<file path="src/div_pkg.sv">
package div_pkg;

    localparam int xlen = 32;
    localparam int tag_width = 7;
    localparam int queue_depth = 4;
    localparam int div_iters = xlen;

    localparam int q_ptr_width = $clog2(queue_depth);
    localparam int q_cnt_width = $clog2(queue_depth + 1);
    localparam int iter_cnt_width = $clog2(div_iters + 1);

    // Operation handed over from issue.
    typedef struct packed {
        logic [xlen-1:0]      dividend;
        logic [xlen-1:0]      divisor;
        logic [tag_width-1:0] phys_tag;
        logic [tag_width-1:0] rs_tag;
        logic [xlen-1:0]      pc;
    } div_req_t;

    // Result as seen on the common data bus.
    typedef struct packed {
        logic [xlen-1:0]      quotient;
        logic [xlen-1:0]      remainder;
        logic [tag_width-1:0] phys_tag;
        logic [tag_width-1:0] rs_tag;
        logic [xlen-1:0]      pc;
    } div_resp_t;

endpackage

</file>
<file path="src/fu_if.sv">
`timescale 1ns/1ns

// Valid/ready link between two stages of the functional unit.
// A beat moves on a rising edge with valid and ready both high.
// Once valid is up, it and the payload hold until the beat moves,
// unless the pipeline is flushed.
interface fu_if #(
    parameter type payload_t = logic
);

    logic     valid;
    logic     ready;
    payload_t payload;

    modport producer (
        output valid,
        output payload,
        input  ready
    );

    modport consumer (
        input  valid,
        input  payload,
        output ready
    );

endinterface
</file>
<file path="src/div_core.sv">
`timescale 1ns/1ns

module div_core (
    input  logic               clk,
    input  logic               reset,
    input  logic               flush,
    fu_if.consumer             issue,
    input  logic               resp_ready,
    output logic               resp_valid,
    output div_pkg::div_resp_t resp
);

    localparam int w = div_pkg::xlen;

    logic                                busy;
    logic                                ready_q;
    logic [div_pkg::iter_cnt_width-1:0]  iter_cnt;
    logic [2*w-1:0]                      rq;        // Remainder:quotient.
    logic [w-1:0]                        divisor_q;
    logic [div_pkg::tag_width-1:0]       phys_tag_q;
    logic [div_pkg::tag_width-1:0]       rs_tag_q;
    logic [w-1:0]                        pc_q;
    logic [w:0]                          part_rem;
    logic [w:0]                          diff;
    logic [2*w-1:0]                      rq_next;
    logic                                accept;
    logic                                step;
    logic                                finish;
    logic                                resp_taken;

    assign issue.ready = ready_q;

    assign accept = issue.valid && ready_q && !flush;
    assign step = busy && (iter_cnt != '0);
    assign finish = busy && (iter_cnt == '0);
    assign resp_taken = resp_valid && resp_ready;

    // Shifted partial remainder needs one extra bit.
    assign part_rem = rq[2*w-1:w-1];
    assign diff = part_rem - {1'b0, divisor_q};

    always_comb begin
        if (diff[w]) begin
            rq_next = {rq[2*w-2:0], 1'b0};  // Borrow, restore.
        end else begin
            rq_next = {diff[w-1:0], rq[w-2:0], 1'b1};
        end
    end

    always_ff @(posedge clk or posedge reset) begin
        if (reset) begin
            busy <= 1'b0;
            iter_cnt <= '0;
            resp_valid <= 1'b0;
            ready_q <= 1'b0;
        end else if (flush) begin
            busy <= 1'b0;
            iter_cnt <= '0;
            resp_valid <= 1'b0;
            ready_q <= 1'b1;
        end else begin
            if (accept) begin
                busy <= 1'b1;
                iter_cnt <= div_pkg::iter_cnt_width'(div_pkg::div_iters);
                ready_q <= 1'b0;
            end else if (step) begin
                iter_cnt <= iter_cnt - 1'b1;
            end else if (finish) begin
                busy <= 1'b0;
                resp_valid <= 1'b1;  // Held until taken.
            end else if (resp_taken) begin
                resp_valid <= 1'b0;
                ready_q <= 1'b1;
            end else if (!busy && !resp_valid) begin
                ready_q <= 1'b1;
            end
        end
    end

    always_ff @(posedge clk) begin
        if (accept) begin
            rq <= {{w{1'b0}}, issue.payload.dividend};
            divisor_q <= issue.payload.divisor;
            phys_tag_q <= issue.payload.phys_tag;
            rs_tag_q <= issue.payload.rs_tag;
            pc_q <= issue.payload.pc;
        end else if (step) begin
            rq <= rq_next;
        end
        if (finish) begin
            resp.quotient <= rq[w-1:0];
            resp.remainder <= rq[2*w-1:w];
            resp.phys_tag <= phys_tag_q;
            resp.rs_tag <= rs_tag_q;
            resp.pc <= pc_q;
        end
    end

    // Bus back-pressure must not lose or alter a finished result.
    resp_hold_a: assert property (
        @(posedge clk) disable iff (reset || flush)
        resp_valid && !resp_ready |=> resp_valid && $stable(resp)
    );

endmodule

</file>
<file path="src/div_issue_queue.sv">
`timescale 1ns/1ns

module div_issue_queue (
    input  logic              clk,
    input  logic              reset,
    input  logic              flush,
    input  logic              req_valid,
    input  div_pkg::div_req_t req,
    output logic              req_ready,
    fu_if.producer            deq
);

    div_pkg::div_req_t                  mem [div_pkg::queue_depth];
    logic [div_pkg::q_ptr_width-1:0]    wr_ptr;
    logic [div_pkg::q_ptr_width-1:0]    rd_ptr;
    logic [div_pkg::q_cnt_width-1:0]    count;
    logic                               push;
    logic                               pop;

    assign req_ready = (count != div_pkg::q_cnt_width'(div_pkg::queue_depth));

    // Head of the buffer, registered storage only.
    assign deq.valid = (count != '0);
    assign deq.payload = mem[rd_ptr];

    assign push = req_valid && req_ready && !flush;
    assign pop = deq.valid && deq.ready && !flush;

    always_ff @(posedge clk or posedge reset) begin
        if (reset) begin
            wr_ptr <= '0;
            rd_ptr <= '0;
            count <= '0;
        end else if (flush) begin
            wr_ptr <= '0;
            rd_ptr <= '0;
            count <= '0;
        end else begin
            if (push) begin
                wr_ptr <= wr_ptr + 1'b1;  // Depth is a power of two.
            end
            if (pop) begin
                rd_ptr <= rd_ptr + 1'b1;
            end
            case ({push, pop})
                2'b10: count <= count + 1'b1;
                2'b01: count <= count - 1'b1;
                default: count <= count;
            endcase
        end
    end

    always_ff @(posedge clk) begin
        if (push) begin
            mem[wr_ptr] <= req;
        end
    end

    // An underflow would wrap the count past the depth as well.
    count_range_a: assert property (
        @(posedge clk) disable iff (reset)
        count <= div_pkg::q_cnt_width'(div_pkg::queue_depth)
    );

endmodule

</file>
<file path="src/div_unit_top.sv">
`timescale 1ns/1ns

module div_unit_top (
    input  logic                          clk,
    input  logic                          reset,
    input  logic                          flush,
    input  logic                          req_valid,
    input  logic [div_pkg::xlen-1:0]      req_dividend,
    input  logic [div_pkg::xlen-1:0]      req_divisor,
    input  logic [div_pkg::tag_width-1:0] req_phys_tag,
    input  logic [div_pkg::tag_width-1:0] req_rs_tag,
    input  logic [div_pkg::xlen-1:0]      req_pc,
    output logic                          req_ready,
    input  logic                          resp_ready,
    output logic                          resp_valid,
    output logic [div_pkg::xlen-1:0]      resp_quotient,
    output logic [div_pkg::xlen-1:0]      resp_remainder,
    output logic [div_pkg::tag_width-1:0] resp_phys_tag,
    output logic [div_pkg::tag_width-1:0] resp_rs_tag,
    output logic [div_pkg::xlen-1:0]      resp_pc
);

    div_pkg::div_req_t  req;
    div_pkg::div_resp_t resp;

    fu_if #(.payload_t(div_pkg::div_req_t)) deq_if ();

    assign req.dividend = req_dividend;
    assign req.divisor = req_divisor;
    assign req.phys_tag = req_phys_tag;
    assign req.rs_tag = req_rs_tag;
    assign req.pc = req_pc;

    assign resp_quotient = resp.quotient;
    assign resp_remainder = resp.remainder;
    assign resp_phys_tag = resp.phys_tag;
    assign resp_rs_tag = resp.rs_tag;
    assign resp_pc = resp.pc;

    div_issue_queue div_issue_queue_i (
        .clk       (clk),
        .reset     (reset),
        .flush     (flush),
        .req_valid (req_valid),
        .req       (req),
        .req_ready (req_ready),
        .deq       (deq_if.producer)
    );

    div_core div_core_i (
        .clk        (clk),
        .reset      (reset),
        .flush      (flush),
        .issue      (deq_if.consumer),
        .resp_ready (resp_ready),
        .resp_valid (resp_valid),
        .resp       (resp)
    );

endmodule

</file>
<file path="config.mk">
export PLATFORM = sky130hd
export DESIGN_NAME = div_unit_top
export DESIGN_NICKNAME = d
export VERILOG_FILES = /design/src/div_pkg.sv /design/src/fu_if.sv /design/src/div_core.sv /design/src/div_issue_queue.sv /design/src/div_unit_top.sv
export SDC_FILE = /design/constraint.sdc
export NUM_CORES = 1
export LEC_CHECK = 0
export BUFFER_PORTS_ARGS = -buffer_cell sky130_fd_sc_hd__buf_2
export CORE_ASPECT_RATIO = 0.7
export CORE_MARGIN = 2
export CORE_UTILIZATION = 40
export CTS_BUF_LIST = sky130_fd_sc_hd__clkbuf_4 sky130_fd_sc_hd__clkbuf_8 sky130_fd_sc_hd__clkbuf_16
export DETAILED_ROUTE_END_ITERATION = 8
export PLACE_DENSITY = 0.68
export SYNTH_ARGS = -nofsm -noshare
export SYNTH_HDL_FRONTEND = slang
export SYNTH_SLANG_ARGS = --single-unit
</file>
<file path="constraint.sdc">
create_clock -name clk -period 12.55 [get_ports clk]
set_input_delay 0.6275 -clock clk [delete_from_list [all_inputs] [get_ports clk]]
set_output_delay 0.6275 -clock clk [all_outputs]
set_load 0.005 [all_outputs]
</file>
==> results.md <==
* Post-placement cell area at 29000 um2
* Final setup fails at 0
* Hold_buf cts at 0
* Root buf cell: clkbuf_16
* Crit end category: flip-flop
* Highest Signal Layer: met5
* Max cap viols at 0
* Total Routing Usage GR at between 10% and 20%
* Xor and xnor area share after synthesis at under 10%
* CTS sink cnt at about 710
* Largest area contributor in the netlist: edfxtp_1
* Worst flop-to-flop path endpoint: div_core_i.rq[52]$_SDFFE_PN0P_
* Final min period at ~3600 ps
* Post-CTS Setup Repair Bufs at 0
* Total power at 0.00705 W
* Unique masters post-synth at 60
* Number of vias per cell at 5.03
* Overflow after GRT at 0
* I/O Pins at between 200 and 250
* CTS tree: yes
* Max IR drop VDD at 0.000124 V
* First-pass GRT wire length at 82.8 mm
* Data required time at the worst endpoint at about 13000 ps
* Unrepaired setup endpoints after global routing: false
* Fillers at roughly 5600
* Area grow syn2layout at 16.3%
* Die Area at roughly 69000 um2
* Final Max Slew Viols at 0
* Top_reg_cell synth: edfxtp_1
* Insertion delay to the later sink of the worst-skew pair at about 600 ps
* ANT nets after route at 0
* # DRC at 0
* Cell Area, Synth at ~27000 um2
* HP Class: input port to async pin
* Leak at 10.8 nW
* Worst-Margin Slew at between 900 and 1000 ps
* Largest family of logic cells by synthesized area: multiplexers
* Compound-gate portion of the synthesized area at under 10%
* Reg2Reg Depth at 13
* Status: completed
* Routed wl met3 at around 3.8 mm
* Synth Area in Simple Gates at 3.37%
* Detailed placer's ending HPWL at around 33 mm
* Critical path class: flip-flop to flip-flop
* Final non-filler cell area at roughly 31000 um2
* Initial Util at just over 40%
* Post-layout worst setup margin at 8970 ps
* Synth Area in Adders at about 1.9%
* Seq/Total Area, Yosys at ~78%
* Initial antenna violation count at 17
* Pre-antenna DRT Iters at 5
* Mux share of post-synthesis cell area at between 10% and 20%
* PwrDens at around 230 nW/um2
* Vias in the first global route at about 14000
* Critical Path AT at about 4000 ps
* Post-synth EDFFs at 660
* Final Cycle Share at 28.5%
* Asr flop ratio synth at about 2.3%
* Worst hold slack at 104 ps
* H-tree depth at 3
* Setup Skew at 20.3 ps
* Most common cell in the netlist: edfxtp_1
* Synth warnings at 0
* Clock slew at the register clock pins of the worst setup and hold paths at 60 ps
* CTS Buffer Depth at 3
* Hold Fails Final Rpt at 0
* GPL Wtd Cong at 0.812
* DR iter-0 viols at between 800 and 900
* Synthesized instance count at around 1400
* Die height at approximately 220 um
* Avg Cell Area, Syn at between 15 and 20 um2
* Yosys reg bits at between 700 and 800
* Pin count of the biggest net entering global routing at 64
* Slew HR at around 34%
* WL met2 at approximately 25 mm
* Synth Net Count at between 1500 and 2000
* Vias after detailed routing at between 10000 and 15000
* R2r startpoint: div_core_i.rq[31]$_DFFE_PP_
* Setup total negative slack at 0 ps
* Met1 WL at 23.7 mm
* Crit path launch type: flip-flop
* # port buffers at roughly 230
* Die X at 314 um
* Commonest cells in the netlist: edfxtp_1 (660), nand2_1 (131), mux4_2 (110), a21oi_1 (55), inv_1 (44)
* Nets@finish at roughly 1800
* Final wirelength at 53.8 mm
* Share of cells above drive strength 1 at between 20% and 30%
* Synth top area cells: edfxtp_1 (74%), mux4_2 (9.2%), dfxtp_1 (2.4%)
* Core area at 66500 um2
* Inserted Clock Buffers at 70
* Drt wl/cell at approximately 20 um
* Post-CTS sizing at 0
* Achievable clock frequency at 279 MHz
* Synth top area share at 73.7%
* Setup WS pre-CTS at ~9000 ps
* Max FO, Critical Path at 26
* Num rows at a little under 80
* Worst reg2reg setup slack at between 8000 and 9000 ps
## cell usage in the layout (no fill, tap or decap), types with 4 or more instances in the layout
master,synthesis,routed
edfxtp_1,660,660
buf_2,6,226
nand2_1,131,131
mux4_2,110,110
clkbuf_16,0,72
a21oi_1,55,55
inv_1,44,44
o21ai_0,43,43
ha_1,38,38
nor2_1,35,35
dfxtp_1,32,32
mux2i_1,30,30
xnor2_1,23,23
xor2_1,18,18
clkbuf_4,0,17
a21o_1,15,15
clkinv_1,0,15
dfrtp_1,16,14
buf_4,0,14
clkinv_2,0,10
nand2b_1,10,9
diode_2,0,8
a211oi_1,8,8
nor3_1,8,8
nand4_1,7,7
a31oi_1,6,6
and2_4,0,5
o211ai_1,4,4
o21a_1,4,4
a2bb2oi_1,4,4
clkinvlp_4,0,4
## how the worst max path moves through the flow
stage	start	to	slack (ps)
2_1_floorplan	div_core_i.iter_cnt[2]$_DFFE_PP0P_	div_core_i.resp[0]$_DFFE_PP_	8390
3_3_place_gp	div_core_i.rq[31]$_DFFE_PP_	div_core_i.rq[52]$_SDFFE_PN0P_	9110
3_5_place_dp	div_core_i.rq[31]$_DFFE_PP_	div_core_i.rq[52]$_SDFFE_PN0P_	9000
4_1_cts	div_core_i.rq[31]$_DFFE_PP_	div_core_i.rq[52]$_SDFFE_PN0P_	8970
5_1_grt	div_core_i.rq[31]$_DFFE_PP_	div_core_i.rq[52]$_SDFFE_PN0P_	8760
6_report	div_core_i.rq[31]$_DFFE_PP_	div_core_i.rq[52]$_SDFFE_PN0P_	8970
## layout make-up
class	instances	area [um2]	share of cell area, %
multi-input cells	600	5650	18.1
clock inverters	38	298	0.952
diodes	8	20.0	0.0640
repair buffers	240	1240	3.95
clock buffers	89	1930	6.17
inverters	45	171	0.548
well taps	891	1110	3.56
flip-flops and latches	708	20900	66.7
## power breakdown
group	total (W)	switching [W]	internal, W
registers	0.00333	0.000206	0.00313
clock network	0.00202	0.000866	0.00116
logic	0.00169	0.00100	0.000695
## layer usage
layer	GRT usage, %	vias up
met1	21.2	6690
met3	5.02	92
met4	3.64	16
li1	-	6083
met2	24.8	301
met5	0	-
## flip-flops by register name, indices dropped and copies added (netlist names)
| name | flops |
|---|---|
| div_core_i.rs_tag_q | 7 |
| div_core_i.issue.ready | 1 |
| div_core_i.divisor_q | 32 |
| div_issue_queue_i.mem | 440 |
| div_core_i.resp_valid | 1 |
| div_core_i.resp | 110 |
| div_core_i.pc_q | 32 |
| div_core_i.busy | 1 |
| div_issue_queue_i.rd_ptr | 2 |
| div_core_i.phys_tag_q | 7 |
| div_issue_queue_i.count | 3 |
| div_issue_queue_i.wr_ptr | 2 |
| div_core_i.rq | 64 |
| div_core_i.iter_cnt | 6 |
## worst max-delay path: stages (launching register included)
cell	delay (ps)
edfxtp_1	350
inv_1	70
ha_1	200
fa_1	390
nand2b_1	190
a21oi_2	210
o211ai_2	130
o211ai_2	140
a31oi_2	210
o31ai_4	380
xor2_4	300
buf_4	460
mux2i_1	300
a211oi_2	90
## through the flow
step                utilization [%]  instances
floorplan                         -       1406
global route                   47.0       2612
global placement               43.7       2484
finish                         47.0       2619
CTS                            47.0       2611
detailed placement             43.7       2484
## logic make-up after synthesis
group	Yosys count
AOI/OAI and AO/OA	167
adders and majority gates	40
DFF	708
xor gates and xnor gates	42
buffers and inverters	98
and+or+nand+nor	211
muxes	140
Power figures use the tool's default switching activity.
